$ cat config.mk
export PLATFORM = sky130hd
export DESIGN_NAME = byte_rx
export DESIGN_NICKNAME = d
export VERILOG_FILES = /design/src/eeprom_bus_pkg.sv /design/src/byte_rx.sv
export SDC_FILE = /design/constraint.sdc
export NUM_CORES = 1
export LEC_CHECK = 0
export BUFFER_PORTS_ARGS = -buffer_cell sky130_fd_sc_hd__buf_2
export CAP_MARGIN = 5
export CORE_AREA = 5 5 42 44
export DETAILED_ROUTE_END_ITERATION = 10
export DIE_AREA = 0 0 47 49
export PLACE_DENSITY_LB_ADDON = 0.3
export SLEW_MARGIN = 15
export SYNTH_ARGS = -nofsm -noshare
export SYNTH_HDL_FRONTEND = slang
export SYNTH_SLANG_ARGS = --single-unit
export TNS_END_PERCENT = 1
$ cat constraint.sdc
create_clock -name CLK -period 2.25 [get_ports CLK]
set_clock_uncertainty 0.15 [all_clocks]
set_input_delay 0.45 -clock CLK [delete_from_list [all_inputs] [get_ports CLK]]
set_output_delay 0.45 -clock CLK [all_outputs]
set_load 0.1 [all_outputs]
$ cat src/eeprom_bus_pkg.sv
package eeprom_bus_pkg;

    // 24Cxx device type code in the control byte
    localparam logic [3:0] DEV_CODE = 4'b1010;

    // bit slot timing
    // four phases per slot, scl high in phases 1 and 2
    // sda only moves when stepping into phase 0
    typedef struct packed {
        logic       tick;   // last cycle of the current phase
        logic [1:0] phase;
    } bit_phase_t;

    // control byte seen as fields or as a plain shift byte
    typedef union packed {
        logic [7:0] raw;
        struct packed {
            logic [3:0] dev_code;
            logic [2:0] block;  // addr[10:8]
            logic       rnw;    // 1 for read
        } f;
    } ctrl_byte_u;

endpackage

$ cat src/byte_rx.sv
module byte_rx import eeprom_bus_pkg::*;
(
    input  logic       CLK,
    input  logic       RESET,
    input  bit_phase_t phase,
    input  logic       rx_go,
    input  logic       sda_in,
    output logic       rx_done,
    output logic [7:0] rx_byte,
    output logic       rx_pull
);

    logic [7:0] shreg;
    logic [3:0] slot;
    logic       busy;
    logic       slot_end;

    assign slot_end = busy && phase.tick && (phase.phase == 2'd3);
    assign rx_done  = slot_end && (slot == 4'd8);
    assign rx_byte  = shreg;

    // single byte read ends with a master nak
    // so sda stays released in slot 9
    assign rx_pull = 1'b0;

    always_ff @(posedge CLK)
    begin
        if (RESET)
        begin
            busy <= 1'b0;
            slot <= 4'd0;
        end
        else if (rx_go)
        begin
            busy <= 1'b1;
            slot <= 4'd0;
        end
        else if (slot_end)
        begin
            if (slot == 4'd8)
                busy <= 1'b0;
            else
                slot <= slot + 4'd1;
        end
    end

    always_ff @(posedge CLK)
    begin
        // sample late in phase 2 while scl is high
        if (busy && phase.tick && (phase.phase == 2'd2) && (slot < 4'd8))
            shreg <= {shreg[6:0], sda_in};
    end

endmodule

==> flow_metrics.tcl, run 1 <==
set metrics [dict create \
    status "finished, final reports clean" \
    grt_usage_pct 10.3 \
    rows 14 \
    yosysSeqAreaShare_pct 63.4 \
    cts.htree.levels 1 \
    reg2reg_depth 5 \
    crit_type "reg2out" \
    drcViolationCount 0 \
    via_count 394 \
    clkLatencyLatePin_ns 0.27 \
    firstDrtPassIters 2 \
    grt_overflow 0 \
    min_period_over_period_pct 93.0 \
    min_path_cells 2 \
    peakVddDrop_uv 367 \
    clock-root-buffer "clkbuf_4" \
    num-nets-final 74 \
    synth_seq_cells 13 \
    cp_cell_sequence "inv_1 > ha_1 > nand3b_1 > nor2_2 > clkbuf_4" \
    netlist-cell-type-count 19 \
    setup_ws_ns 0.158 \
    power.density_nw_per_um2 649 \
    finalCriticalPeriod_ns 2.09 \
    synth_ff_type "edfxtp_1" \
    postRouteAntennaNets 0 \
    antenna_found_initial 0 \
    pin_count 17 \
    synth_most_common_cell "edfxtp_1" \
    finalSetupTns_ns 0 \
    syn_to_final_growth_pct 24.9 \
    gp_congestion 0.628 \
    fp.dieH_um 49 \
    grt_pass1_wl_mm 1.73 \
    yosys.area.top_type "edfxtp_1" \
    grt_pass1_vias 409 \
    finalSetupViolCount 0 \
    critPathRequiredTime_ns 1.65 \
    crit_path_max_incr_delay_ns 0.34 \
    ys_async_sr_fraction_pct 0 \
    syn_area_um2 537 \
    synthTopCellsByArea "edfxtp_1 (45%), dfxtp_1 (19%), a21boi_1 (5.6%)" \
    fp.coreArea_um2 1400 \
    viasPerCell 4.93 \
    io_buffers 15 \
    die-area_um2 2300 \
    grt_max_degree 9 \
    hpwl_um 803 \
    synth_edf_count 8 \
    worstPathMaxFanout 4 \
    drt_iter0_drc 6 \
    tritoncts "yes" \
    wirelength_um 971 \
    ys_top_cells_by_count "edfxtp_1 (8), dfxtp_1 (5), o21ai_0 (5)" \
    die_w_um 47 \
    netlist.area_leader.share_pct 44.8 \
    drive_gt1_share_pct 35.9 \
    arrival_ns 1.49 \
    synthesis.nets 53 \
    clkSlewWorstSetupHoldPaths_ns 0.08 \
    cp-end-kind "output port" \
    pre_cts_slack_ns 0.350 \
    ys_warn_count 0 \
    p_leak_nw 0.258 \
    rsz0062_at_grt "no" \
    cts_buffers 3 \
    avgSynthCellArea_um2 12.2 \
    clock_path_buffers 2 \
    ctsHoldBuffers 0 \
    initial_utilization_pct 38.3 \
    fmax_mhz 478 \
    routedWlPerCell_um 12.1 \
    hold_viol_final 0 \
    n_antenna_cell 0 \
    holdCritPathClass "in2reg" \
    start_kind "register" \
    ff2ff_setup_slack_ns 0.57 \
    maxSlewViolCount 0 \
    cts_sinks 13 \
    worst_path_max_delay_cell "dfxtp_1" \
    maxCapViolations 0 \
    synthCells 44 \
]
[what timing repair did]
item / CTS / global route
setup buffers: 0 / 0
setup endpoints to repair: 0 / 1
resized for setup: 0 / 1
[logic make-up after synthesis]
group	after synthesis	share of synthesized area [%]
DFF	13	63.4
and+or+nand+nor	13	15.6
buffers and inverters	5	4.43
AOI/OAI and AO/OA	10	11.2
adders and majority gates	2	4.66
other	1	0.699
[cell usage in the layout (no fill, tap or decap)]
cell type	n
nand3_1	4
nor3_1	1
a21oi_1	1
inv_1	3
buf_4	2
and3b_1	1
nor2_2	1
edfxtp_1	8
dfxtp_1	5
conb_1	1
and4_1	1
buf_2	14
nand4_2	1
a21boi_1	4
nand3b_1	1
ha_1	2
or4_1	1
o21ai_0	5
clkbuf_4	4
nor2_1	1
clkinvlp_2	1
clkbuf_1	1
or3_1	1
[layout make-up]
class                           instances  area [um2]
Timing Repair Buffer                   17        92.6
Clock buffer                            4        26.3
Multi-Input combinational cell         26         175
Tap cell                               16        20.0
Fill cell                             142         731
Inverter                                4        16.3
Sequential cell                        13         340
[metal layers]
metal / vias up / track usage [%] / share of wire, %
met5: - / 0 / 0
met2: 11 / 16.7 / 52
met1: 183 / 11.4 / 42
met4: 0 / 4.15 / 1.2
met3: 2 / 4.43 / 5.0
li1: 198 / - / -
[critical path, delay by kind of cell, from the launching register on]
kind	cells	cell delay [ns]
adders and majority gates	1	0.16
and+or+nand+nor	2	0.30
DFF	1	0.34
buffers and inverters	2	0.41
[sequential cells by signal, indices dropped and copies added, names as in the netlist]
signal and count:
rx_byte 8, busy 1, slot 4
[final timing paths]
| check | start | endpoint |
|---|---|---|
| worst max-delay path | slot[0]$_SDFFE_PP0P_ | rx_done |
| worst min-delay path | RESET | busy$_SDFFE_PP0P_ |
| worst max register to register | slot[0]$_SDFFE_PP0P_ | slot[2]$_SDFFE_PP0P_ |
| worst min register to register | rx_byte[2]$_DFFE_PP_ | rx_byte[3]$_DFFE_PP_ |
[per-stage QoR]
step / hold WS [ns] / power (mW) / std cells / area (um2) / utilization [%]
floorplan: 0.327 / 0.289 / 44 / 539 / -
global placement: 0.272 / 0.298 / 76 / 642 / 45.8
detailed placement: 0.280 / 0.299 / 76 / 642 / 45.8
CTS: 0.183 / 0.440 / 80 / 668 / 47.7
global route: 0.185 / 0.456 / 80 / 671 / 47.9
finish: 0.185 / 0.435 / 80 / 671 / 47.9
[where the power goes]
part / internal (mW) / switching (mW) / leakage, nW
logic: 0.00877 / 0.0279 / 0.130
clock network: 0.0687 / 0.0736 / 0.0150
registers: 0.254 / 0.00208 / 0.113
Power figures use the tool's default switching activity.
==> run 2, diff against run 1 <==
==> constraint.sdc (replaced) <==
create_clock -name CLK -period 2.25 [get_ports CLK]
set_clock_uncertainty 0.15 [all_clocks]
set_input_delay 0.45 -clock CLK [delete_from_list [all_inputs] [get_ports CLK]]
set_output_delay 0.45 -clock CLK [all_outputs]
set_load 0.05 [all_outputs]
==> run 2 against run 1 <==
First-iteration DRC count shrank 33%. Cell count is the same. Die area is the same. Largest cell class unchanged. Utilization shrank 0.36 points. Register-to-register slack is essentially flat. Global-route usage grew 0.36 points. Final area shrank 0.75%.
==> flow_metrics.tcl, run 2 (same netlist as run 1, synthesis figures left out) <==
set metrics [dict create \
    fin_util_pct 47.5 \
    grt_pass1_wl_mm 1.73 \
    worst_path_max_delay_cell "dfxtp_1" \
    start_kind "register" \
    fp.coreArea_um2 1400 \
    wirelength_um 997 \
    tritoncts "yes" \
    ctsHoldBuffers 0 \
    finalSetupTns_ns 0 \
    crit_type "reg2out" \
    cts_sinks 13 \
    fp.dieH_um 49 \
    multi_input_area_um2 173 \
    layout_commonest_cell "buf_2" \
    grt_overflow 0 \
    clock-root-buffer "clkbuf_4" \
    holdCritPathClass "in2reg" \
    cp-end-kind "output port" \
    power.density_nw_per_um2 642 \
    drcViolationCount 0 \
    critPathRequiredTime_ns 1.65 \
    finalSetupViolCount 0 \
    finish.instance_area_um2 666 \
    grt_usage_pct 10.7 \
    status "finished, final reports clean" \
    grt_pass1_vias 367 \
    hpwl_um 757 \
    dp.cells 76 \
    rows 14 \
    n_antenna_cell 0 \
    via_count 382 \
    fmax_mhz 496 \
    final_cells 80 \
    p_leak_nw 0.259 \
    maxCapViolations 0 \
    hold_ws_ns 0.182 \
    num-nets-final 74 \
    nFillCells 133 \
    postRouteAntennaNets 0 \
    cp_cell_sequence "inv_1 > ha_1 > nand3b_1 > nor2_1 > buf_2" \
    viasPerCell 4.78 \
    hold_viol_final 0 \
    seq_area_um2 340 \
    io_buffers 15 \
    worstPathMaxFanout 4 \
    pin_count 17 \
    layout_common_cells "buf_2 (15), edfxtp_1 (8), o21ai_0 (5), dfxtp_1 (5)" \
    cts.htree.levels 1 \
    pre_cts_slack_ns 0.525 \
    min_period_over_period_pct 89.7 \
    routedWlPerCell_um 12.5 \
    die-area_um2 2300 \
    clkSlewWorstSetupHoldPaths_ns 0.08 \
    crit_path_max_incr_delay_ns 0.34 \
    cts_resized 0 \
    postCtsSetupRepairBufs 0 \
    gp_congestion 0.628 \
    antenna_found_initial 0 \
    cts_buffers 3 \
    drive_gt1_share_pct 34.4 \
    placed_area_um2 639 \
    initial_utilization_pct 38.3 \
    finalCriticalPeriod_ns 2.02 \
    rsz0062_at_grt "no" \
    peakVddDrop_uv 289 \
    total_power_mw 0.427 \
    largest_register_ffs 8 \
    maxSlewViolCount 0 \
    syn_to_final_growth_pct 24.0 \
    firstDrtPassIters 4 \
    drt_iter0_drc 4 \
    clock_path_buffers 2 \
    grt_max_degree 9 \
    setup_ws_ns 0.232 \
    die_w_um 47 \
    clkLatencyLatePin_ns 0.27 \
    arrival_ns 1.42 \
]
## run 2: cell count changes in the layout (fill, tap and decap cells not counted)
cell      delta
clkbuf_4     -1
nor2_2       -1
nor2_1       +1
buf_2        +1
## run 2: area by class of cell
| type | count | area share (%) |
|---|---|---|
| repair buffers | 17 | 13.5 |
| multi-input cells | 26 | 25.9 |
| flip-flops and latches | 13 | 51.1 |
| inverters | 4 | 2.44 |
| clock buffers | 4 | 3.95 |
| well taps | 16 | 3.01 |
## run 2: final timing paths
kind,start,end,slack (ns),depth (start not counted)
hold / removal,RESET,busy$_SDFFE_PP0P_,0.18,2
setup / recovery,slot[0]$_SDFFE_PP0P_,rx_done,0.23,5
hold reg to reg,rx_byte[2]$_DFFE_PP_,rx_byte[3]$_DFFE_PP_,0.30,0
setup reg to reg,slot[0]$_SDFFE_PP0P_,slot[2]$_SDFFE_PP0P_,0.57,5
## run 2: where the power goes
group | switching [mW] | leakage [nW] | internal, mW
logic | 0.0183 | 0.131 | 0.00881
registers | 0.00226 | 0.113 | 0.254
clock network | 0.0750 | 0.0150 | 0.0687
total | 0.0955 | 0.259 | 0.332
## run 2: critical path: cells and delay by family (launching register included)
kind          cells  cell delay (ns)
buf+inv           2             0.35
simple gates      2             0.29
fa+ha+maj         1             0.16
flops             1             0.34
## run 2: metal layers
metal | GRT usage (%) | part of all wire (%)
met1 | 14.4 | 44
met2 | 13.6 | 46
met3 | 4.43 | 7.7
met4 | 6.91 | 1.4
met5 | 0 | 0
