### src/eeprom_bus_pkg.sv
package eeprom_bus_pkg;

    // 24Cxx device type code in the control byte
    localparam logic [3:0] DEV_CODE = 4'b1010;

    // bit slot timing
    // four phases per slot, scl high in phases 1 and 2
    // sda only moves when stepping into phase 0
    typedef struct packed {
        logic       tick;   // last cycle of the current phase
        logic [1:0] phase;
    } bit_phase_t;

    // control byte seen as fields or as a plain shift byte
    typedef union packed {
        logic [7:0] raw;
        struct packed {
            logic [3:0] dev_code;
            logic [2:0] block;  // addr[10:8]
            logic       rnw;    // 1 for read
        } f;
    } ctrl_byte_u;

endpackage

### src/eeprom_host_pkg.sv
package eeprom_host_pkg;

    // host request levels, held until ack
    typedef struct packed {
        logic        wr;
        logic        rd;
        logic [10:0] addr;  // bits 10:8 pick the 256-byte block
    } host_req_t;

    typedef struct packed {
        logic       ack;    // one cycle at the end of a transaction
        logic       nak;    // only seen together with ack
        logic [7:0] rdata;
    } host_rsp_t;

    // transaction sequencer states
    typedef enum logic [3:0] {
        idle,
        ready,
        wr_start,
        ctrl_wr,
        addr_wr,
        data_wr,
        rd_start,
        ctrl_rd,
        data_rd,
        stop,
        done
    } seq_state_t;

endpackage

### src/eeprom_sequencer.sv
module eeprom_sequencer import eeprom_host_pkg::*, eeprom_bus_pkg::*;
#(
    parameter int SCL_DIV = 1
)
(
    input  logic       CLK,
    input  logic       RESET,
    input  host_req_t  req,
    input  logic [7:0] wdata,
    output host_rsp_t  rsp,
    output logic       scl,
    output bit_phase_t phase,
    output logic       cond_go,
    output logic       cond_stop,
    input  logic       cond_done,
    input  logic       cond_pull,
    output logic       tx_go,
    output ctrl_byte_u tx_byte,
    input  logic       tx_done,
    input  logic       tx_nak,
    input  logic       tx_pull,
    output logic       rx_go,
    input  logic       rx_done,
    input  logic [7:0] rx_byte,
    input  logic       rx_pull,
    output logic       sda_pull
);

    localparam int DIV_W = (SCL_DIV > 1) ? $clog2(SCL_DIV) : 1;

    seq_state_t       state;
    seq_state_t       state_nxt;
    logic [DIV_W-1:0] div_cnt;
    logic [1:0]       ph;
    logic             run;
    logic             is_rd;
    logic [10:0]      addr_q;
    logic [7:0]       wdata_q;
    logic [7:0]       rdata_q;
    logic             nak_q;

    assign run = !(state inside {idle, ready, done});

    assign phase.tick  = run && (div_cnt == DIV_W'(SCL_DIV - 1));
    assign phase.phase = ph;

    // scl stays high through the last phase of a stop so the bus ends idle
    assign scl = !run || (ph == 2'd1) || (ph == 2'd2) || ((state == stop) && (ph == 2'd3));

    assign sda_pull = cond_pull | tx_pull | rx_pull;

    assign rsp.ack   = (state == done);
    assign rsp.nak   = (state == done) && nak_q;
    assign rsp.rdata = rdata_q;

    // phase counter, parked at phase 0 outside a transfer
    always_ff @(posedge CLK)
    begin
        if (RESET || !run)
        begin
            div_cnt <= '0;
            ph      <= 2'd0;
        end
        else if (phase.tick)
        begin
            div_cnt <= '0;
            ph      <= ph + 2'd1;
        end
        else
            div_cnt <= div_cnt + DIV_W'(1);
    end

    // go strobes land on the step into phase 0
    always_comb
    begin
        state_nxt          = state;
        cond_go            = 1'b0;
        cond_stop          = 1'b0;
        tx_go              = 1'b0;
        rx_go              = 1'b0;
        tx_byte.f.dev_code = DEV_CODE;
        tx_byte.f.block    = addr_q[10:8];
        tx_byte.f.rnw      = 1'b0;
        case (state)
            idle:
                if (req.wr || req.rd)
                    state_nxt = ready;
            ready:
            begin
                cond_go   = 1'b1;
                state_nxt = wr_start;
            end
            wr_start:
                if (cond_done)
                begin
                    tx_go     = 1'b1;
                    state_nxt = ctrl_wr;
                end
            ctrl_wr:
                if (tx_done && tx_nak)
                begin
                    cond_go   = 1'b1;
                    cond_stop = 1'b1;
                    state_nxt = stop;
                end
                else if (tx_done)
                begin
                    tx_byte.raw = addr_q[7:0];
                    tx_go       = 1'b1;
                    state_nxt   = addr_wr;
                end
            addr_wr:
                if (tx_done && tx_nak)
                begin
                    cond_go   = 1'b1;
                    cond_stop = 1'b1;
                    state_nxt = stop;
                end
                else if (tx_done && is_rd)
                begin
                    cond_go   = 1'b1;  // repeated start
                    state_nxt = rd_start;
                end
                else if (tx_done)
                begin
                    tx_byte.raw = wdata_q;
                    tx_go       = 1'b1;
                    state_nxt   = data_wr;
                end
            data_wr:
                if (tx_done)
                begin
                    cond_go   = 1'b1;
                    cond_stop = 1'b1;
                    state_nxt = stop;
                end
            rd_start:
                if (cond_done)
                begin
                    tx_byte.f.rnw = 1'b1;
                    tx_go         = 1'b1;
                    state_nxt     = ctrl_rd;
                end
            ctrl_rd:
                if (tx_done && tx_nak)
                begin
                    cond_go   = 1'b1;
                    cond_stop = 1'b1;
                    state_nxt = stop;
                end
                else if (tx_done)
                begin
                    rx_go     = 1'b1;
                    state_nxt = data_rd;
                end
            data_rd:
                if (rx_done)
                begin
                    cond_go   = 1'b1;
                    cond_stop = 1'b1;
                    state_nxt = stop;
                end
            stop:
                if (cond_done)
                    state_nxt = done;
            default:
                state_nxt = idle;  // done
        endcase
    end

    always_ff @(posedge CLK)
    begin
        if (RESET)
        begin
            state <= idle;
            nak_q <= 1'b0;
        end
        else
        begin
            state <= state_nxt;
            if (state == ready)
                nak_q <= 1'b0;
            else if (tx_done && tx_nak)
                nak_q <= 1'b1;
        end
    end

    always_ff @(posedge CLK)
    begin
        if (state == idle)
        begin
            is_rd   <= !req.wr;  // write wins
            addr_q  <= req.addr;
            wdata_q <= wdata;
        end
        if (rx_done)
            rdata_q <= rx_byte;
    end

    a_ack_pulse: assert property (@(posedge CLK) disable iff (RESET)
        rsp.ack |=> !rsp.ack);

    a_one_go: assert property (@(posedge CLK) disable iff (RESET)
        $onehot0({cond_go, tx_go, rx_go}));

endmodule

### config.mk
export PLATFORM = sky130hd
export DESIGN_NAME = eeprom_sequencer
export DESIGN_NICKNAME = d
export VERILOG_FILES = /design/src/eeprom_bus_pkg.sv /design/src/eeprom_host_pkg.sv /design/src/eeprom_sequencer.sv
export SDC_FILE = /design/constraint.sdc
export NUM_CORES = 1
export LEC_CHECK = 0
export BUFFER_PORTS_ARGS = -buffer_cell sky130_fd_sc_hd__buf_2
export CAP_MARGIN = 25
export CORE_ASPECT_RATIO = 1.2
export CORE_UTILIZATION = 43
export CTS_CLUSTER_SIZE = 14
export DETAILED_ROUTE_END_ITERATION = 12
export GPL_TIMING_DRIVEN = 0
export PLACE_DENSITY = 0.81
export REMOVE_ABC_BUFFERS = 1
export SKIP_LAST_GASP = 1
export SYNTH_ARGS = -nofsm -noshare
export SYNTH_HDL_FRONTEND = slang
export SYNTH_SLANG_ARGS = --single-unit
### constraint.sdc
create_clock -name CLK -period 2.62 [get_ports CLK]
set_input_delay 0.262 -clock CLK [delete_from_list [all_inputs] [get_ports CLK]]
set_output_delay 0.262 -clock CLK [all_outputs]
set_load 0.005 [all_outputs]
==> results.md <==
- Vias in the first global route: approximately 1200
- Sequential area share after synthesis: around three fifths
- Die outline height: 70.20 um
- Largest net degree at the start of global routing: 20
- Psw: 675.9 uW
- Pre-antenna DRT Iters: 4
- WL/cell: 11.98 um
- Routed WL: around 3.2 mm
- Gr usage total: between 10% and 20%
- CP max-delay cell: nor4_4
- Register-to-Register Path Depth: 3
- Outcome: finished clean
- Worst r2r src: state[3]$_SDFFE_PP0P_
- Startpoint type of the worst setup path: flip-flop
- Power density over cell area: 975.5 mW/mm2
- CTS Buf Count: 5
- Synth top area cells: edfxtp_1 (50%), dfxtp_1 (9.6%), a21oi_1 (3.6%), nand2_1 (2.9%), a22oi_1 (2.3%)
- Row cnt: 24
- Switch share: 32.35%
- Period utilisation layout: 91.41%
- Initial Util: 45.49%
- Violation count after the first detailed-route iteration: 51
- Crit-path max cell delay: 570 ps
- Final Setup Violations: 0
- Sequential standard cell area: 0.001002 mm2
- Top-count cell post-synth: edfxtp_1
- # IOs: 65
- Worst EP arrival: about 2100 ps
- Die Span X: 58.83 um
- Vias/cell: 5.030
- Pins Over Slew Limit: 0
- Number of synthesized flops with an enable pin: 28
- CTS tree: done
- Mapped cell area: around 0.0017 mm2
- Unrepaired setup endpoints after global routing: no
- Max Root-Sink Buffers: 2
- Top FF cell, synth: edfxtp_1
- DP Cell Count: 255
- Internal reg-to-reg setup slack: roughly 740 ps
- Critical R2R Capture: addr_q[4]$_DFFE_PN_
- First-pass GRT wire length: 5.154 mm
- Pint: 1414 uW
- Clock share of power: between 20 and 25%
- Final Non-Filler Cells: 263
- Async set-reset flop share out of synthesis: 0%
- Antenna Nets Post-Route: 0
- CORE AREA: 0.003664 mm2
- Grt total ovfl: 0
- Syn Area/Cell: 11.49 um2
- Yosys reg bits: 36
- Nets: 251
- Max Fclk: 417.5 MHz
- Top cells by count, synth: edfxtp_1 (28), nand2_1 (13), a21oi_1 (12)
- CP cell instances: or2_1 > nor4_4 > a22oi_1 > o21ai_0 > buf_2
- WS Path Type: reg2out
- DP HPWL: between 2 and 2.5 mm
- Antenna Cells: 0
- Skew final: 5.655 ps
- H-tree lvl count: 2
- FILL cells: roughly 340
- Critical Path RT: between 2000 and 2500 ps
- Max-slew headroom: between 60% and 70%
- Synth Instances: 145
- Layout area overhead: 28.53%
- Synth warn: 0
- Final worst path period need: around 2400 ps
- Port Buf Inserts: 64
- Final Hold Fails: 0
- Worst slew pin tran: approximately 580 ps
- Post-synth top area share: between 50% and 60%
- Synth area leader: edfxtp_1
- Peak VDD IR: 754.7 uV
- Synth unique cells: 42
- Share of layout cells above drive strength 1: 38.86%
- CP endpoint kind: primary output
- Area of the multi-input gates: between 600 and 700 um2
- CTS Sinks: 36
- Max Cap Violations: 0
- Clock latency on the worst-skew pair: 290 ps
- Worst Setup EP: tx_byte[0]
- Clock slew seen by the registers of the worst setup and hold paths: 70 ps
- DIE AREA: around 0.0041 mm2
- CTS root buf: clkbuf_8
- LEAKAGE: 0.0009175 uW
- Setup_tns: 0 ps
- HP Class: in2reg
- Setup crit start: state[3]$_SDFFE_PP0P_
- Initial antenna violation count: 0
- Drt drc: 0
- Routed vias: between 1000 and 1500
- Critical Path Fanout Max: 16
- Post-CTS Setup Bufs: 0
- GPL Wtd Cong: 0.8811
- Sequential Power Share: roughly half
- Combinational Power Share: 29.2%
-- placed cells by master, fill, tap and decap left out, types with 2 or more instances in the layout --
master and count:
a22o_1 2, mux2i_1 2, clkbuf_8 5, buf_2 64, nor2b_1 3, nand2b_1 4
dfxtp_1 7, a22oi_1 5, nor3_1 6, nor4_1 3, a31oi_1 4, or3_1 2
ha_1 3, nand2_1 13, inv_1 7, o21ai_0 3, nor3_2 2, nor2_1 10
a21oi_1 12, nand3_1 2, edfxtp_1 28
-- area by class of cell --
cell class / instances / share of cell area (%)
Sequential cell: 36 / 46.79
Inverter: 7 / 1.227
Clock inverter: 3 / 1.986
Clock buffer: 5 / 3.213
Tap cell: 52 / 3.037
Timing Repair Buffer: 65 / 15.65
Multi-Input combinational cell: 95 / 28.10
-- cells by family after synthesis --
logic type               share of synthesized area [%]
multiplexers                                     1.201
AO/OA/AOI/OAI                                    12.54
other                                           0.2250
AND/OR/NAND/NOR                                  19.07
buffers and inverters                            4.129
adder cells (fa/ha/maj)                          2.252
flip-flops                                       60.06
XOR/XNOR                                        0.5256
-- layer usage --
layer	global-route usage (%)	part of all wire, %	vias to the layer above
li1	-	-	661
met1	18.57	42	596
met2	28.66	49	60
met3	5.370	7.4	6
met4	7.937	1.9	0
met5	0	0	-
-- registers in the layout (all words and copies together) (netlist names) --
signal and count:
ph 2, nak_q 1, is_rd 1, state 4, wdata_q 8, addr_q 11
div_cnt 1, rdata_q 8
-- how the worst min path moves through the flow --
stage	slack, ps	endpoint	cells after the start	start
final	150	rdata_q[5]$_DFFE_PP_	1	rx_byte[5]
after global routing	130	addr_q[4]$_DFFE_PN_	1	req[4]
after CTS	130	addr_q[10]$_DFFE_PN_	1	req[10]
after detailed placement	440	wdata_q[2]$_DFFE_PN_	1	wdata[2]
after global placement	440	addr_q[8]$_DFFE_PN_	1	req[8]
after floorplan	330	state[1]$_SDFFE_PP0P_	1	RESET
-- critical path, delay by kind of cell, from the launching register on --
kind	cells	cell delay (ps)
buf+inv	1	150
flops	1	460
compound gates	2	250
simple gates	2	970
-- power groups by stage --
stage / Combinational, uW / Clock [uW] / Sequential, uW
floorplan: 390 / 0 / 983
global placement: 555 / 0 / 1010
detailed placement: 616 / 0 / 1010
CTS: 618 / 487 / 999
global route: 688 / 501 / 1030
finish: 610 / 475 / 1000
-- timing repair --
action	4_1_cts	5_1_grt
gates resized for setup	0	1
hold buffers	0	0
endpoints found under the setup margin	0	5
-- per-stage QoR --
stage          hold slack [ps]  setup WS [ps]  cell area, um2  power, uW  utilization, %
5_1_grt                  131.2          112.8            2142       2218           58.47
6_report                 147.0          224.9            2142       2090           58.47
2_1_floorplan            334.4          39.23            1624       1373               -
3_5_place_dp             440.1          430.2            2029       1627           55.40
4_1_cts                  134.5          80.85            2141       2103           58.44
3_3_place_gp             438.6         -467.3            2009       1567           54.85
(Power assumes the default switching activity.)
