<file path="src/eeprom_bus_pkg.sv">
package eeprom_bus_pkg;

    // 24Cxx device type code in the control byte
    localparam logic [3:0] DEV_CODE = 4'b1010;

    // bit slot timing
    // four phases per slot, scl high in phases 1 and 2
    // sda only moves when stepping into phase 0
    typedef struct packed {
        logic       tick;   // last cycle of the current phase
        logic [1:0] phase;
    } bit_phase_t;

    // control byte seen as fields or as a plain shift byte
    typedef union packed {
        logic [7:0] raw;
        struct packed {
            logic [3:0] dev_code;
            logic [2:0] block;  // addr[10:8]
            logic       rnw;    // 1 for read
        } f;
    } ctrl_byte_u;

endpackage

</file>
<file path="src/bus_cond_gen.sv">
module bus_cond_gen import eeprom_bus_pkg::*;
(
    input  logic       CLK,
    input  logic       RESET,
    input  bit_phase_t phase,
    input  logic       cond_go,
    input  logic       cond_stop,
    output logic       cond_done,
    output logic       cond_pull
);

    typedef enum logic [1:0] {c_idle, c_lead, c_trail} cond_state_t;

    cond_state_t state;
    logic        is_stop;

    assign cond_done = (state == c_trail) && phase.tick && (phase.phase == 2'd3);

    always_ff @(posedge CLK)
    begin
        if (RESET)
        begin
            state     <= c_idle;
            cond_pull <= 1'b0;
        end
        else if (cond_go)
        begin
            state     <= c_lead;
            cond_pull <= cond_stop;  // stop begins low
        end
        else if ((state == c_lead) && phase.tick && (phase.phase == 2'd1))
        begin
            // sda edge in phase 2 while scl is high
            state     <= c_trail;
            cond_pull <= ~is_stop;
        end
        else if (cond_done)
        begin
            state     <= c_idle;
            cond_pull <= 1'b0;
        end
    end

    always_ff @(posedge CLK)
    begin
        if (cond_go)
            is_stop <= cond_stop;
    end

    a_pull_on_tick: assert property (@(posedge CLK) disable iff (RESET)
        $changed(cond_pull) |-> $past(phase.tick));

endmodule

</file>
<file path="config.mk">
export PLATFORM = sky130hd
export DESIGN_NAME = bus_cond_gen
export DESIGN_NICKNAME = d
export VERILOG_FILES = /design/src/eeprom_bus_pkg.sv /design/src/bus_cond_gen.sv
export SDC_FILE = /design/constraint.sdc
export NUM_CORES = 1
export LEC_CHECK = 0
export ABC_AREA = 1
export BUFFER_PORTS_ARGS = -buffer_cell sky130_fd_sc_hd__buf_2
export CORE_AREA = 10 10 47 49
export DETAILED_ROUTE_END_ITERATION = 6
export DIE_AREA = 0 0 57 59
export PLACE_DENSITY = 0.39
export SETUP_SLACK_MARGIN = 0.02
export SYNTH_ARGS = -nofsm -noshare
export SYNTH_HDL_FRONTEND = slang
export SYNTH_SLANG_ARGS = --single-unit
</file>
<file path="constraint.sdc">
create_clock -name CLK -period 1.1 [get_ports CLK]
set_input_delay 0.22 -clock CLK [delete_from_list [all_inputs] [get_ports CLK]]
set_output_delay 0.22 -clock CLK [all_outputs]
set_load 0.02 [all_outputs]
</file>
==> results of run 1 <==
through the flow:
| step | power (mW) | cell area [um^2] |
|---|---|---|
| floorplan | 0.1894 | 202.7 |
| global placement | 0.2104 | 270.3 |
| detailed placement | 0.2106 | 270.3 |
| CTS | 0.4159 | 319.1 |
| global route | 0.4357 | 331.6 |
| finish | 0.4037 | 331.6 |
layout make-up:
| class | count | area share, % |
|---|---|---|
| multi-input cells | 18 | 29.81 |
| flip-flops and latches | 4 | 27.55 |
| repair buffers | 11 | 20.75 |
| clock buffers | 4 | 7.925 |
| inverters | 7 | 7.925 |
| well taps | 16 | 6.038 |
flip-flops by register name, summed over array words and instances (netlist names):
signal	count
is_stop	1
cond_pull	1
state	2
worst paths after layout:
kind,startpoint,end
worst min-delay path,RESET,cond_pull$_SDFFE_PP0P_
worst min register to register,state[0]$_SDFFE_PP0P_,state[0]$_SDFFE_PP0P_
worst max-delay path,state[1]$_SDFFE_PP0P_,cond_done
worst max register to register,state[1]$_SDFFE_PP0P_,state[1]$_SDFFE_PP0P_
cells by family (layout without fill, tap and decap cells):
| group | count (synthesis) | after routing | share of synthesized area, % |
|---|---|---|---|
| flops | 4 | 4 | 44.45 |
| simple gates | 15 | 15 | 33.34 |
| buf+inv | 7 | 22 | 12.97 |
| compound gates | 3 | 3 | 9.255 |
timing repair:
item | 4_1_cts | 5_1_grt
endpoints found under the hold margin | 0 | 0
endpoints found under the setup margin | 1 | 3
cloned | 0 | 0
gates resized for setup | 3 | 5
pin swaps | 2 | 2
setup buffers | 2 | 0
metal layers:
layer / vias to the layer above / wire, um / global-route usage, %
met3: 0 / 56 / 2.790
met2: 6 / 226 / 4.496
met5: - / 0 / 0
met1: 94 / 206 / 3.084
li1: 116 / - / -
met4: 0 / 0 / 5.034
cell usage in the layout, fill, tap and decap left out:
cell,n
a21oi_1,1
a21oi_2,1
buf_2,7
buf_4,3
buf_6,1
clkbuf_1,1
clkbuf_4,3
dfxtp_1,2
dfxtp_2,1
edfxtp_1,1
inv_1,5
inv_2,2
nand2_1,8
nand3_2,3
nor2_1,2
nor2_2,2
o21ai_0,1
power groups by stage:
stage	combinational [mW]	sequential [mW]	clock, mW
after detailed placement	0.0442	0.166	0
after floorplan	0.0205	0.169	0
final	0.0455	0.165	0.194
after global placement	0.0443	0.166	0
after global routing	0.0536	0.165	0.217
after CTS	0.0446	0.164	0.207
==> metrics.yaml, run 1 <==
grt_pass1_wl_um: 869
synth_flop_cell: "dfxtp_1"
via_per_inst: 3.600
period_minus_slack_ns: 1.166
dieArea_mm2: 0.003363
cts-hold-fix-buffers: 0
async_reset_ff_share_pct: 0
port-buffer-count: 8
drt_iter0_drc: 4
detail_route.first_pass.iterations: 2
cts.clk_slew.worst_paths_ns: 0.04
path_common_cell: "inv_2"
place_congestion: 0.6664
rsz0062_at_grt: "true"
layout-drive-gt1-share_pct: 52.27
synth_nets: 36
grt_max_degree: 6
hold_viol: 0
overflow: 0
post-synth-top-count-cell: "nand2_1"
io_pins: 9
critical_path_class: "reg -> out"
postLayoutCoreUtil_pct: 23.66
endpoint_kind: "output pin"
finalClockSkew_ns: 0.005690
hold_depth: 2
ys_types: 11
grt_pass1_vias: 231
fp.dieW_um: 57
cts_buffers: 3
n_antenna_cell: 0
reg2regPathDepth: 9
synth_area_leader_cell: "dfxtp_1"
antenna_found_initial: 0
p_clk_share_pct: 48.0
ys_seq_elements: 4
core-area_mm2: 0.001401
cts_tree: "built"
synth_edf_count: 1
cts_root_buf: "clkbuf_4"
syn_area_per_cell_um2: 6.989
htreeDepth: 1
clockBufferDepth: 2
slowest_stage: "dfxtp_2"
avgRoutedWirePerCell_um: 8.133
path_delay_family: "flip-flops"
cap_violations: 0
synth_top_area_share_pct: 29.63
netlist_area_um2: 202.7
stdcell_count: 60
drc: 0
slew_violations: 0
dp_cells: 54
violations: "negative setup slack"
power.switching_mw: 0.08756
start_util_pct: 14.46
ant_nets: 0
nFillCells: 168
combPwrFrac_pct: 11.3
syn_to_final_growth_pct: 63.58
r2r_slack_ns: -0.02
track_usage_pct: 3.585
die_y_um: 59
rows: 14
cp.depth: 5
cpPeakStageDelay_ns: 0.32
holdWs_ns: 0.1723
syn_inst: 29
start_kind: "flip-flop"
critPathBufInv: 3
crit_fanout: 2
power_density_mw_per_mm2: 1218
cts.sinks: 4
cp_cell_sequence: "inv_2 -> nor2_2 -> nand3_2 -> inv_2 -> buf_6"
netSwitchingFraction_pct: 21.69
worstHoldPathType: "in -> reg"
ys_seq_area_share_pct: 44.44
p_leak_nw: 0.1672
worstPathArrival_ns: 0.95
vias: 216
period_share_pct: 106.0
fin_setup_tns_ns: -0.08414
ys_top_cells_by_area: "dfxtp_1 (30%), edfxtp_1 (15%), nand2_1 (15%)"
synthTopCellsByCount: "nand2_1 (8), inv_1 (7), dfxtp_1 (3), nor2_1 (3), nand3_1 (2)"
status: "complete, but fails checks"
tightest_slew_ns: 0.1456
finalSetupViolations: 2
worst_slack_ns: -0.06564
nNetsFinal: 52
fmax_ghz: 0.8579
max_slew_margin_pct: 90.19
regArea_um2: 91.34
yosysWarnings: 0
multiInputGateArea_um2: 98.84
pre_cts_slack_ns: 0.09588
cp_data_required_time_ns: 0.88
vdd_drop_max_v: 0.0005402
insertion_delay_ns: 0.23
p_int_mw: 0.3162
totalWireLength_um: 488
p_seq_share_pct: 40.8
Note: power is estimated with default switching activity, not from simulation.
==> run 2: changes to the inputs <==
Settings changed: GPL_TIMING_DRIVEN set to 0, SETUP_SLACK_MARGIN 0.02 to 0.2.
==> run 2 against run 1 <==
Compared with the run above: the run still ends with negative setup slack left; worst setup slack got worse by 0.034 ns; final area is 10% higher; largest power group unchanged; sequential power about the same; hold slack better by 0.0054 ns; clock power hardly changed; via count fell by 1.9%; largest cell class unchanged; non-clock buffer count is 1 higher; clock-buffer cell count unchanged; highest routed layer unchanged; combinational power rose by 27%.
==> metrics.yaml, run 2 (synthesis results as in run 1) <==
status: "complete, but fails checks"
violations: "negative setup slack"
overflow: 0  # unchanged
period_share_pct: 109.1  # +3.1 points
drt_iter0_drc: 1  # -3
finalSetupViolations: 1  # -1
critical_path_class: "reg -> out"
cpPeakStageDelay_ns: 0.31  # about the same
tightest_slew_ns: 0.1459  # +0.0002589 ns
p_leak_nw: 0.1774  # +6.1%
postLayoutCoreUtil_pct: 26.07  # +2.4 points
slowest_stage: "dfxtp_2"
slew_violations: 0  # unchanged
cp_cell_sequence: "inv_1 -> nor2_1 -> nand3_2 -> inv_2 -> buf_6"
htreeDepth: 1  # unchanged
clockBufferDepth: 2  # unchanged
syn_to_final_growth_pct: 80.25
avgRoutedWirePerCell_um: 9.754  # +20%
detail_route.first_pass.iterations: 2  # unchanged
worst_slack_ns: -0.09957  # -0.03392 ns
dpl.hpwl_um: 386.9
cts_tree: "built"
power_density_mw_per_mm2: 1142  # -6.2%
drc: 0  # unchanged
cts.sinks: 4  # unchanged
finalClockSkew_ns: 0.005447  # -0.0002429 ns
nNetsFinal: 53  # +1.9%
totalWireLength_um: 595  # +22%
final_cell_mix: "inv_1 (6), nand2_1 (6), buf_2 (6)"
grt_pass1_wl_um: 938  # +7.9%
fp.dieW_um: 57  # unchanged
top_layer: "met3"
io_pins: 9  # unchanged
cts.clk_slew.worst_paths_ns: 0.04  # about the same
cap_violations: 0  # unchanged
track_usage_pct: 3.588  # about the same
layout-drive-gt1-share_pct: 57.78  # +5.5 points
cts_root_buf: "clkbuf_4"
largest_registers: "state: 2 flops, cond_pull: 1 flops, is_stop: 1 flops"
hold_viol: 0  # unchanged
place_congestion: 0.6391  # -4.1%
endpoint_kind: "output pin"
wl_met3_um: 62  # +11%
cts_buffers: 3  # unchanged
vdd_drop_max_v: 0.0005138  # -4.9%
insertion_delay_ns: 0.23  # about the same
stdcell_count: 61  # +1.7%
p_total_mw: 0.4174  # +3.4%
rsz0062_at_grt: "true"
crit_fanout: 3  # +1
worstHoldPathType: "in -> reg"
regArea_um2: 93.84  # +2.7%
dieArea_mm2: 0.003363  # unchanged
die_y_um: 59  # unchanged
via_per_inst: 3.475  # -3.5%
ant_nets: 0  # unchanged
nFillCells: 162  # -3.6%
dp_cells: 53  # -1.9%
n_antenna_cell: 0  # unchanged
grt_pass1_vias: 233  # +0.87%
start_util_pct: 14.46  # unchanged
wl_met2_um: 318  # +41%
largest_reg_flops: 2  # unchanged
met1Wirelength_um: 215  # +4.4%
max_slew_margin_pct: 90.26  # about the same
worstPathArrival_ns: 0.98  # +0.03 ns
cp_data_required_time_ns: 0.88  # about the same
period_minus_slack_ns: 1.200  # +0.03392 ns
vias: 212  # -1.9%
pre_cts_slack_ns: 0.06432  # -0.03156 ns
antenna_found_initial: 0  # unchanged
largest-register: "state"
start_kind: "flip-flop"
core-area_mm2: 0.001401  # unchanged
rows: 14  # unchanged
fmax_ghz: 0.8336  # -2.8%
grt_max_degree: 6  # unchanged
multiInputGateArea_um2: 112.6  # +14%
port-buffer-count: 8  # unchanged
-- run 2: changes by cell type in the layout (fill, tap and decap cells not counted), moves of 2 or more --
cell     delta
nand2_2     +2
buf_6       +2
dfxtp_2     +2
nand2_1     -2
nand3_2     -2
nor2_2      -2
dfxtp_1     -2
-- run 2: what timing repair did --
action | 4_1_cts | 5_1_grt
gates resized for setup | 7 | 7
hold buffers | 0 | 0
endpoints found under the setup margin | 3 | 5
cloned | 0 | 0
pin swaps | 5 | 4
setup buffers | 1 | 3
-- run 2: worst max-delay path: cells and delay by family (launching register included) --
kind / cells / cell delay (ns)
simple gates: 2 / 0.23
buf+inv: 3 / 0.22
flops: 1 / 0.31
-- run 2: cell type report --
class                      instances  share of cell area, %
sequential                         4                  25.68
timing repair buffer              12                  23.63
inverter                           7                  7.192
clock buffer                       4                  7.192
tap                               16                  5.479
multi-input combinational         18                  30.82
-- run 2: metrics by stage --
| stage | setup TNS (ns) | hold WS (ns) | cell area (um^2) |
|---|---|---|---|
| floorplan | 0 | 0.2824 | 202.7 |
| global placement | 0 | 0.4115 | 262.8 |
| detailed placement | 0 | 0.4163 | 262.8 |
| CTS | -0.1084 | 0.1720 | 316.6 |
| global route | -0.1603 | 0.1628 | 365.4 |
| finish | -0.09957 | 0.1777 | 365.4 |
-- run 2: path summary, 6_finish.rpt --
kind	slack, ns	end	depth (start not counted)	startpoint
worst max-delay path	-0.1	cond_done	5	state[1]$_SDFFE_PP0P_
worst min-delay path	0.18	is_stop$_DFFE_PP_	1	cond_stop
worst max register to register	0.03	cond_pull$_SDFFE_PP0P_	7	state[1]$_SDFFE_PP0P_
worst min register to register	0.47	state[0]$_SDFFE_PP0P_	2	state[0]$_SDFFE_PP0P_
-- run 2: per-layer routing --
layer	GRT usage (%)	vias up
met2	5.271	6
met4	3.020	0
li1	-	120
met3	3.004	0
met1	3.092	86
met5	0	-
-- run 2: power by group --
group / total [mW] / leakage [nW] / internal [mW] / switching [mW]
clock: 0.193 / 0.0150 / 0.136 / 0.0573
sequential: 0.166 / 0.0355 / 0.162 / 0.00490
combinational: 0.0576 / 0.127 / 0.0255 / 0.0321
