**config.mk**
```make
export PLATFORM = sky130hd
export DESIGN_NAME = byte_tx
export DESIGN_NICKNAME = d
export VERILOG_FILES = /design/src/eeprom_bus_pkg.sv /design/src/byte_tx.sv
export SDC_FILE = /design/constraint.sdc
export NUM_CORES = 1
export LEC_CHECK = 0
export ABC_AREA = 1
export BUFFER_PORTS_ARGS = -buffer_cell sky130_fd_sc_hd__buf_2
export CORE_MARGIN = 2
export CORE_UTILIZATION = 30
export CTS_BUF_LIST = sky130_fd_sc_hd__clkbuf_8
export CTS_CLUSTER_SIZE = 25
export DETAILED_ROUTE_END_ITERATION = 6
export PLACE_DENSITY = 0.51
export SYNTH_ARGS = -nofsm -noshare
export SYNTH_HDL_FRONTEND = slang
export SYNTH_SLANG_ARGS = --single-unit
```
**constraint.sdc**
```tcl
create_clock -name CLK -period 1.7 [get_ports CLK]
set_clock_uncertainty 0.1 [all_clocks]
set_input_delay 0.17 -clock CLK [delete_from_list [all_inputs] [get_ports CLK]]
set_output_delay 0.17 -clock CLK [all_outputs]
set_load 0.01 [all_outputs]
```
**src/eeprom_bus_pkg.sv**
```systemverilog
package eeprom_bus_pkg;

    // 24Cxx device type code in the control byte
    localparam logic [3:0] DEV_CODE = 4'b1010;

    // bit slot timing
    // four phases per slot, scl high in phases 1 and 2
    // sda only moves when stepping into phase 0
    typedef struct packed {
        logic       tick;   // last cycle of the current phase
        logic [1:0] phase;
    } bit_phase_t;

    // control byte seen as fields or as a plain shift byte
    typedef union packed {
        logic [7:0] raw;
        struct packed {
            logic [3:0] dev_code;
            logic [2:0] block;  // addr[10:8]
            logic       rnw;    // 1 for read
        } f;
    } ctrl_byte_u;

endpackage

```
**src/byte_tx.sv**
```systemverilog
module byte_tx import eeprom_bus_pkg::*;
(
    input  logic       CLK,
    input  logic       RESET,
    input  bit_phase_t phase,
    input  logic       tx_go,
    input  ctrl_byte_u tx_byte,
    input  logic       sda_in,
    output logic       tx_done,
    output logic       tx_nak,
    output logic       tx_pull
);

    ctrl_byte_u shreg;
    logic [3:0] slot;      // 0..7 data, 8 ack
    logic       busy;
    logic       slot_end;

    assign slot_end = busy && phase.tick && (phase.phase == 2'd3);
    assign tx_done  = slot_end && (slot == 4'd8);

    always_ff @(posedge CLK)
    begin
        if (RESET)
        begin
            busy    <= 1'b0;
            slot    <= 4'd0;
            tx_pull <= 1'b0;
            tx_nak  <= 1'b0;
        end
        else if (tx_go)
        begin
            busy    <= 1'b1;
            slot    <= 4'd0;
            tx_pull <= ~tx_byte.raw[7];  // msb first
            tx_nak  <= 1'b0;
        end
        else if (slot_end)
        begin
            if (slot == 4'd8)
                busy <= 1'b0;
            else
                slot <= slot + 4'd1;
            // next bit, or let go of sda for the ack slot
            tx_pull <= (slot < 4'd7) ? ~shreg.raw[6] : 1'b0;
        end
        else if (busy && phase.tick && (phase.phase == 2'd2) && (slot == 4'd8))
            tx_nak <= sda_in;  // released line means no ack
    end

    always_ff @(posedge CLK)
    begin
        if (tx_go)
            shreg <= tx_byte;
        else if (slot_end)
            shreg.raw <= {shreg.raw[6:0], 1'b0};
    end

    // data must never move while scl is high
    a_pull_at_phase0: assert property (@(posedge CLK) disable iff (RESET)
        $changed(tx_pull) |-> $past(phase.tick && (phase.phase == 2'd3)));

endmodule

```
==> flow_summary.toml, run 1 <==
[power_and_ir_drop]
p_per_area_mw_per_mm2 = 823.7
p_int_uw = 563.3
pwr-share-comb = 0.097
pwr-share-clk = 0.377
seqPwrFrac = 0.526
netSwitchingFraction = 0.2203
leakage_nw = 0.4253
ir_worst_vdd_mv = 0.3617
switchingPower_uw = 159.2

[cells_and_area]
n_antenna_cell = 0
area.growth.synth_to_final_pct = 22.77
finalNetCount = 127
final_cell_mix = "29 x nand2_1, 17 x buf_2, 11 x nor2_1"
drive_gt1_frac = 0.3028
final_common_cell = "nand2_1"

[timing]
hold_viol = 0
timing.final.crit_share = 0.9144
finalMaxSlewViolations = 0
final.setup.tns_ps = 0
min_period_ps = 1555
worst_pin_slew_ps = 228.7
worst_slack_ps = 145.5
setup_viol = 0
rsz0062_at_grt = "false"
fmaxAchievable_mhz = 643.3
slew_headroom = 0.8475

[floorplanning]
core_mm2 = 0.002233
die_h_um = 52.80
start_util = 0.3199
dieWidth_um = 52.80
dieArea_mm2 = 0.002788
num_io_pins = 18
fp-row-count = 17

[min_path]
hp-start = "RESET"
min_path_cells = 2
worstHoldPathType = "in2reg"

[route]
wl_met3_um = 66
met2WireLength_um = 566
met1_length_um = 669
drt_iter0_markers = 8
drc = 0
viasPerCell = 4.241
vias = 581
top_layer_used = "met4"
wl_per_cell_um = 9.613
antenna_left = 0
drt_pass1_iterations = 4
postRouteWirelength_mm = 1.317

[worst_setup_path]
cp.required_ps = 1430
crit_path_max_fanout = 4
timing.rr.start = "slot[0]"
r2r_slack_ps = 480
arrival_ps = 1280
critPathLaunch = "slot[1]"
critPathCaptureType = "output port"
worst_r2r_path_depth = 7
startpoint_type = "flop"
critPathKind = "reg2out"

[synthesis]
synthCells = 88
synth_xor_area_frac = 0
ys_seq_area_frac = 0.4904
syn_area_um2 = 714.4
ys_types = 18
yosys.area_share.adder = 0.03503
synthSimpleGateAreaFrac = 0.3520
ys_ff_latch = 14
synth_top_family_by_area = "simple AND/OR/NAND/NOR gates"
synthMuxAreaShare = 0
yosysWarnings = 0
synth_compound_area_frac = 0.04904
avgSynthCellArea_um2 = 8.119
synth_nets = 105

[global_routing]
grt_pass1_vias = 608
grt_overflow = 0
track_usage = 0.1228
grt_pass1_wl_mm = 2.484
grt_start_max_net_pins = 12
antenna_found_initial = 0

[clock_network]
clk_latency_ps = 240
hold_buffers = 0
htreeDepth = 1
path_clk_slew_ps = 60
numCtsBuffers = 3
clock_sinks = 14
cts_root_buffer = "clkbuf_8"
cts_resized = 0
clockBufferDepth = 2
post-cts-setup-buffer-count = 0
cts_tree = "done"

[place]
gp_congestion = 0.7269
io_buffers = 17
dp_worst_setup_slack_ps = 351.4
place_hpwl_mm = 1.014

[status]
status = "finished clean"

[run]
maxCapViolations = 0
==> worst paths after layout <==
path,endpoint
worst max-delay path,tx_done
worst min-delay path,tx_pull
worst max register to register,slot[0]
worst min register to register,tx_pull
==> area by class of cell <==
cell class              count  area, um^2
fillers                   241        1356
multi-input cells          62       311.5
clock buffers               3       41.29
repair buffers             18       92.59
flip-flops and latches     14       351.6
clock inverters             1       3.754
well taps                  28       35.03
inverters                  11       41.29
==> cells by family (layout without fill, tap and decap cells) <==
kind of cell,Yosys count,count (layout)
AOI/OAI and AO/OA,7,7
and+or+nand+nor,53,53
adders and majority gates,2,2
DFF,14,14
buffers and inverters,12,33
==> registers in the layout, indices dropped and copies added (netlist names) <==
register and cells:
busy 1, tx_pull 1, tx_nak 1, shreg 7, slot 4
==> synth_stat cells <==
library cell | instances | area share
a21oi_1 | 4 | 0.028
nor2_2 | 1 | 0.0088
o21ai_1 | 3 | 0.021
nor2_1 | 11 | 0.058
or2_0 | 1 | 0.0088
nand3_2 | 2 | 0.028
nor3_2 | 1 | 0.014
nand2_2 | 3 | 0.026
clkinv_1 | 1 | 0.0052
ha_1 | 2 | 0.035
dfxtp_1 | 7 | 0.20
edfxtp_1 | 7 | 0.29
nor2_8 | 1 | 0.028
inv_1 | 7 | 0.037
nand3_1 | 4 | 0.028
nand2_1 | 29 | 0.15
buf_6 | 1 | 0.016
inv_2 | 3 | 0.016
==> per-layer routing <==
| layer | track usage | vias to the layer above |
|---|---|---|
| met5 | 0 | - |
| met4 | 0.06410 | 0 |
| met3 | 0.02857 | 2 |
| met2 | 0.1833 | 12 |
| met1 | 0.1629 | 250 |
| li1 | - | 317 |
==> power groups by stage <==
stage	combinational (mW)	clock, mW	sequential, mW
floorplan	0.0428	0	0.387
global placement	0.0702	0	0.387
detailed placement	0.0717	0	0.387
CTS	0.0720	0.279	0.380
global route	0.0829	0.300	0.382
finish	0.0703	0.272	0.380
==> stage by stage <==
step                        util  hold WS (ps)  cells  cell area (um^2)  total power, mW
after detailed placement  0.3720         277.2    133             830.8           0.4586
after floorplan                -         139.1     88             714.4           0.4295
final                     0.3927         22.63    137             877.1           0.7225
after CTS                 0.3922         22.65    137             875.8           0.7311
after global placement    0.3720         279.9    133             830.8           0.4572
after global routing      0.3927         30.27    137             877.1           0.7647
==> worst max-delay path, cell delays in order (launching register included) <==
cell and delay [ps]:
dfxtp_1 370, inv_1 60, ha_1 180, nand3_2 110, inv_2 50, nand2_1 100
inv_1 50, buf_2 130
(Power assumes the default switching activity.)
==> inputs of run 2 (changes only) <==
==> constraint.sdc (replaced) <==
create_clock -name CLK -period 1.6 [get_ports CLK]
set_clock_uncertainty 0.1 [all_clocks]
set_input_delay 0.16 -clock CLK [delete_from_list [all_inputs] [get_ports CLK]]
set_output_delay 0.16 -clock CLK [all_outputs]
set_load 0.01 [all_outputs]
==> flow_summary.toml, run 2 (synthesis gave the netlist of run 1 again) <==
[route]
drt_pass1_iterations = 4
postRouteWirelength_mm = 1.357
drt_iter0_markers = 14
wl_per_cell_um = 9.905
antenna_left = 0
drc = 0
vias = 593
viasPerCell = 4.328

[cells_and_area]
multiInputGateArea_um2 = 314.1
final_cell_mix = "28 x nand2_1, 17 x buf_2, 11 x nor2_1"
n_antenna_cell = 0
largest-register = "shreg"
largest_register_ffs = 7
ff_latch_area_um2 = 352.8
final_common_cell = "nand2_1"
fill_cells = 247
area.growth.synth_to_final_pct = 23.29
finalNetCount = 127
largestRegisters = "shreg (7), slot (4)"
drive_gt1_frac = 0.3211

[timing]
min_period_ps = 1526
final.setup.tns_ps = 0
fmaxAchievable_mhz = 655.4
hold_viol = 0
finalMaxSlewViolations = 0
setup_viol = 0
timing.final.crit_share = 0.9535
slew_headroom = 0.8514
worst_pin_slew_ps = 222.9
rsz0062_at_grt = "false"

[worst_setup_path]
critPathKind = "reg2out"
timing.rr.start = "slot[0]"
slowest_stage = "dfxtp_2"
cp.required_ps = 1340
critPathLaunch = "slot[0]"
r2r_slack_ps = 380
startpoint_type = "flop"
path_buf_inv = 4
critPathTopFamily = "flip-flops"
crit_path_max_fanout = 4
cp_cell_sequence = "inv_1 > ha_1 > nand3_2 > inv_2 > nand2_2 > inv_1 > buf_2"
critPathCaptureType = "output port"
arrival_ps = 1270
rr_endpoint = "slot[0]"
slowest_delay_ps = 340
path_common_cell = "inv_1"
worst_r2r_path_depth = 7

[floorplanning]
die_h_um = 52.80
dieArea_mm2 = 0.002788
start_util = 0.3199
dieWidth_um = 52.80
fp-row-count = 17
core_mm2 = 0.002233
num_io_pins = 18

[power_and_ir_drop]
total_power_uw = 773.0
netSwitchingFraction = 0.2254
seqPwrFrac = 0.522
ir_worst_vdd_mv = 0.3823
pwr-share-comb = 0.097
switchingPower_uw = 174.2
p_per_area_mw_per_mm2 = 877.6
leakage_nw = 0.4268
pwr-share-clk = 0.380
p_int_uw = 598.8

[clock_network]
numCtsBuffers = 3
clockBufferDepth = 2
clk_latency_ps = 240
path_clk_slew_ps = 60
clock_sinks = 14
post-cts-setup-buffer-count = 0
htreeDepth = 1
cts_root_buffer = "clkbuf_8"
cts_tree = "done"
hold_buffers = 0

[min_path]
min_path_cells = 2
hold_end = "tx_pull"
hp-start = "RESET"
worstHoldPathType = "in2reg"

[global_routing]
grt_start_max_net_pins = 12
antenna_found_initial = 0
grt_pass1_vias = 591
grt_overflow = 0
track_usage = 0.1228
grt_pass1_wl_mm = 2.456

[place]
gp_congestion = 0.7281
place_hpwl_mm = 1.023
io_buffers = 17

[status]
status = "finished clean"

[run]
maxCapViolations = 0
==> run 2: timing repair <==
item	CTS	global route
cloned	0	0
pin swaps	0	0
endpoints found under the setup margin	1	1
gates resized for setup	1	2
==> run 2: through the flow <==
| stage | area [um^2] | hold slack (ps) | std cells | setup slack, ps | utilization |
|---|---|---|---|---|---|
| after floorplan | 714.4 | 129.1 | 88 | 264.7 | - |
| after global placement | 830.8 | 269.9 | 133 | 310.5 | 0.3720 |
| after detailed placement | 830.8 | 270.6 | 133 | 264.6 | 0.3720 |
| after CTS | 877.1 | 15.03 | 137 | 24.83 | 0.3927 |
| after global routing | 880.8 | 26.25 | 137 | 0.4080 | 0.3944 |
| final | 880.8 | 10.90 | 137 | 74.32 | 0.3944 |
==> run 2: worst max path at each step <==
| stage | endpoint | slack [ps] | depth (start not counted) |
|---|---|---|---|
| 3_3_place_gp | tx_done | 310 | 7 |
| 4_1_cts | tx_done | 20 | 7 |
| 3_5_place_dp | tx_done | 260 | 7 |
| 6_report | tx_done | 70 | 7 |
| 2_1_floorplan | shreg[0] | 260 | 2 |
| 5_1_grt | tx_done | 0.4 | 7 |
==> run 2: power groups by stage <==
stage	Clock (mW)	Sequential, mW	Combinational, mW
4_1_cts	0.298	0.404	0.0765
3_3_place_gp	0	0.411	0.0745
3_5_place_dp	0	0.411	0.0760
6_report	0.294	0.404	0.0751
5_1_grt	0.317	0.406	0.0881
2_1_floorplan	0	0.411	0.0455
==> run 2: area by class of cell <==
type	count	share of cell area
tap	28	0.03977
clock inverter	1	0.004261
multi-input combinational	62	0.3565
timing repair buffer	18	0.1051
clock buffer	3	0.04687
sequential	14	0.4006
inverter	11	0.04687
==> run 2: layer usage <==
metal  routed length (um)  global-route usage
met4                   14             0.06410
met1                  674              0.1681
met5                    0                   0
met3                   86             0.02857
met2                  581              0.1771
==> inputs of run 3 (changes only) <==
--- a/config.mk
+++ b/config.mk
@@ -5,14 +5,13 @@
 export SDC_FILE = /design/constraint.sdc
 export NUM_CORES = 1
 export LEC_CHECK = 0
-export ABC_AREA = 1
 export BUFFER_PORTS_ARGS = -buffer_cell sky130_fd_sc_hd__buf_2
 export CORE_MARGIN = 2
 export CORE_UTILIZATION = 30
 export CTS_BUF_LIST = sky130_fd_sc_hd__clkbuf_8
 export CTS_CLUSTER_SIZE = 25
 export DETAILED_ROUTE_END_ITERATION = 6
-export PLACE_DENSITY = 0.51
+export PLACE_DENSITY = 0.52
 export SYNTH_ARGS = -nofsm -noshare
 export SYNTH_HDL_FRONTEND = slang
 export SYNTH_SLANG_ARGS = --single-unit
==> flow_summary.toml, run 3 <==
[min_path]
worstHoldPathType = "in2reg"

[global_routing]
grt_pass1_vias = 473
track_usage = 0.1048
grt_start_max_net_pins = 11
antenna_found_initial = 0
grt_overflow = 0
grt_pass1_wl_mm = 2.028

[cells_and_area]
n_antenna_cell = 0
final_area_um2 = 862.1
largestRegisters = "shreg (7), slot (4)"
fill_cells = 208
area.growth.synth_to_final_pct = 29.51
largest-register = "shreg"
ff_latch_area_um2 = 352.8
final_cell_mix = "17 x buf_2, 7 x edfxtp_1, 6 x mux2_2, 6 x a21oi_1"
multiInputGateArea_um2 = 285.3
drive_gt1_frac = 0.4096
largest_register_ffs = 7
finalNetCount = 101
final_common_cell = "buf_2"

[synthesis]
avgSynthCellArea_um2 = 11.09
ys_seq_area_frac = 0.5263
ys_top_cells_by_area = "edfxtp_1 32%, dfxtp_1 21%, mux2_2 10%"
synth_common_cells = "7 x dfxtp_1, 7 x edfxtp_1, 6 x a21oi_1, 6 x mux2_2, 5 x o21ai_0"
syn_area_um2 = 665.6
synth_nets = 77
ys_types = 27
netlist.area_leader.share = 0.3158
ys_ff_latch = 14
synth_edf_count = 7
synthArstFlopShare = 0
synthCells = 60
yosysWarnings = 0
yosysTopAreaCell = "edfxtp_1"
synth_ff_type = "edfxtp_1"

[timing]
hold_viol = 0
final.setup.tns_ps = 0
worst_pin_slew_ps = 326.0
min_period_ps = 1544
fmaxAchievable_mhz = 647.5
setup_viol = 0
finalMaxSlewViolations = 0
timing.final.crit_share = 0.9652
worst_slack_ps = 55.65
slew_headroom = 0.7820

[route]
drt_iter0_markers = 2
vias = 534
postRouteWirelength_mm = 1.232
drc = 0
antenna_left = 0
wl_per_cell_um = 11.10
viasPerCell = 4.811
drt_pass1_iterations = 4

[worst_setup_path]
critPathCaptureType = "output port"
startpoint_type = "flop"
path_buf_inv = 3
slowest_delay_ps = 330
arrival_ps = 1280
crit_path_max_fanout = 4
slowest_stage = "dfxtp_2"
cp_cell_sequence = "inv_1 > ha_2 > nand3b_1 > buf_6 > nor2_2 > buf_2"
critPathKind = "reg2out"
cp.required_ps = 1340
critPathTopFamily = "buffers and inverters"

[clock_network]
numCtsBuffers = 3
cts_tree = "done"
path_clk_slew_ps = 60
cts_root_buffer = "clkbuf_8"
clock_sinks = 14
htreeDepth = 1
clk_latency_ps = 240
clockBufferDepth = 2

[floorplanning]
start_util = 0.3098
die_h_um = 51.11
dieWidth_um = 51.11
fp-row-count = 17
core_mm2 = 0.002148
dieArea_mm2 = 0.002612
num_io_pins = 18

[place]
dp_worst_setup_slack_ps = 120.5
gp_congestion = 0.7716
io_buffers = 17
place_hpwl_um = 943.8
postPlaceCellArea_um2 = 788.3

[power_and_ir_drop]
total_power_uw = 758.3
p_per_area_mw_per_mm2 = 879.6
leakage_nw = 0.3305
ir_worst_vdd_mv = 0.5404

[status]
status = "finished clean"

[run]
maxCapViolations = 0
==> run 3: cell types whose count changed after synthesis, sizes merged, moves of 2 or more <==
cell,delta
inv,-6
clkbuf,+2
nand3,-2
nand2,-31
a21oi,+2
nor2,-12
o21ai,+2
mux2,+6
==> run 3: layout make-up <==
type / instances / area share
Clock buffer: 3 / 0.04790
Clock inverter: 1 / 0.004354
Inverter: 4 / 0.01742
Multi-Input combinational cell: 39 / 0.3309
Sequential cell: 14 / 0.4093
Tap cell: 28 / 0.04064
Timing Repair Buffer: 22 / 0.1495
==> run 3: kinds of logic (layout without fill, tap and decap cells) <==
logic type	after synthesis	count (layout)	share of synthesized area
compound gates	15	15	0.1297
fa+ha+maj	2	2	0.03759
buf+inv	7	30	0.05261
flops	14	14	0.5263
mux	6	6	0.1015
simple gates	16	16	0.1523
==> run 3: repair_timing <==
action | 4_1_cts | 5_1_grt
setup buffers | 0 | 1
gates resized for setup | 0 | 5
hold buffers | 1 | 0
setup endpoints to repair | 0 | 1
hold endpoints to repair | 1 | 0
==> run 3: layer usage <==
layer / share of wire / wire length, um / vias up / global-route usage
met4: 0 / 0 / 0 / 0.05405
met2: 0.48 / 597 / 14 / 0.1688
met5: 0 / 0 / - / 0
met1: 0.47 / 581 / 251 / 0.1287
li1: - / - / 269 / -
met3: 0.043 / 53 / 0 / 0.02632
==> run 3: report_power, final <==
| group | internal, mW | total (mW) | switching, mW | leakage [nW] |
|---|---|---|---|---|
| Clock | 0.170 | 0.293 | 0.123 | 0.0231 |
| Sequential | 0.398 | 0.403 | 0.00564 | 0.127 |
| Combinational | 0.0352 | 0.0623 | 0.0271 | 0.180 |
| Total | 0.602 | 0.758 | 0.156 | 0.330 |
==> run 3: final timing paths <==
check                           startpoint  endpoint  slack [ps]  cells after the start
worst max register to register        busy   slot[2]         130                      3
worst max-delay path               slot[0]   tx_done          60                      6
worst min register to register      tx_nak    tx_nak         360                      2
worst min-delay path            tx_byte[0]  shreg[0]         110                      2
==> run 3: worst register-to-register path: stages, from the launching register on <==
cell and delay, ps:
dfxtp_1 350, nand4_1 280, or4_1 550, a21oi_1 120
==> run 3: stage by stage <==
stage               std cells  hold WS, ps  utilization
global route              111        107.5       0.4013
finish                    111        105.8       0.4013
CTS                       110        103.9       0.3925
floorplan                  60        129.1            -
detailed placement        105        253.9       0.3669
global placement          105        260.5       0.3669
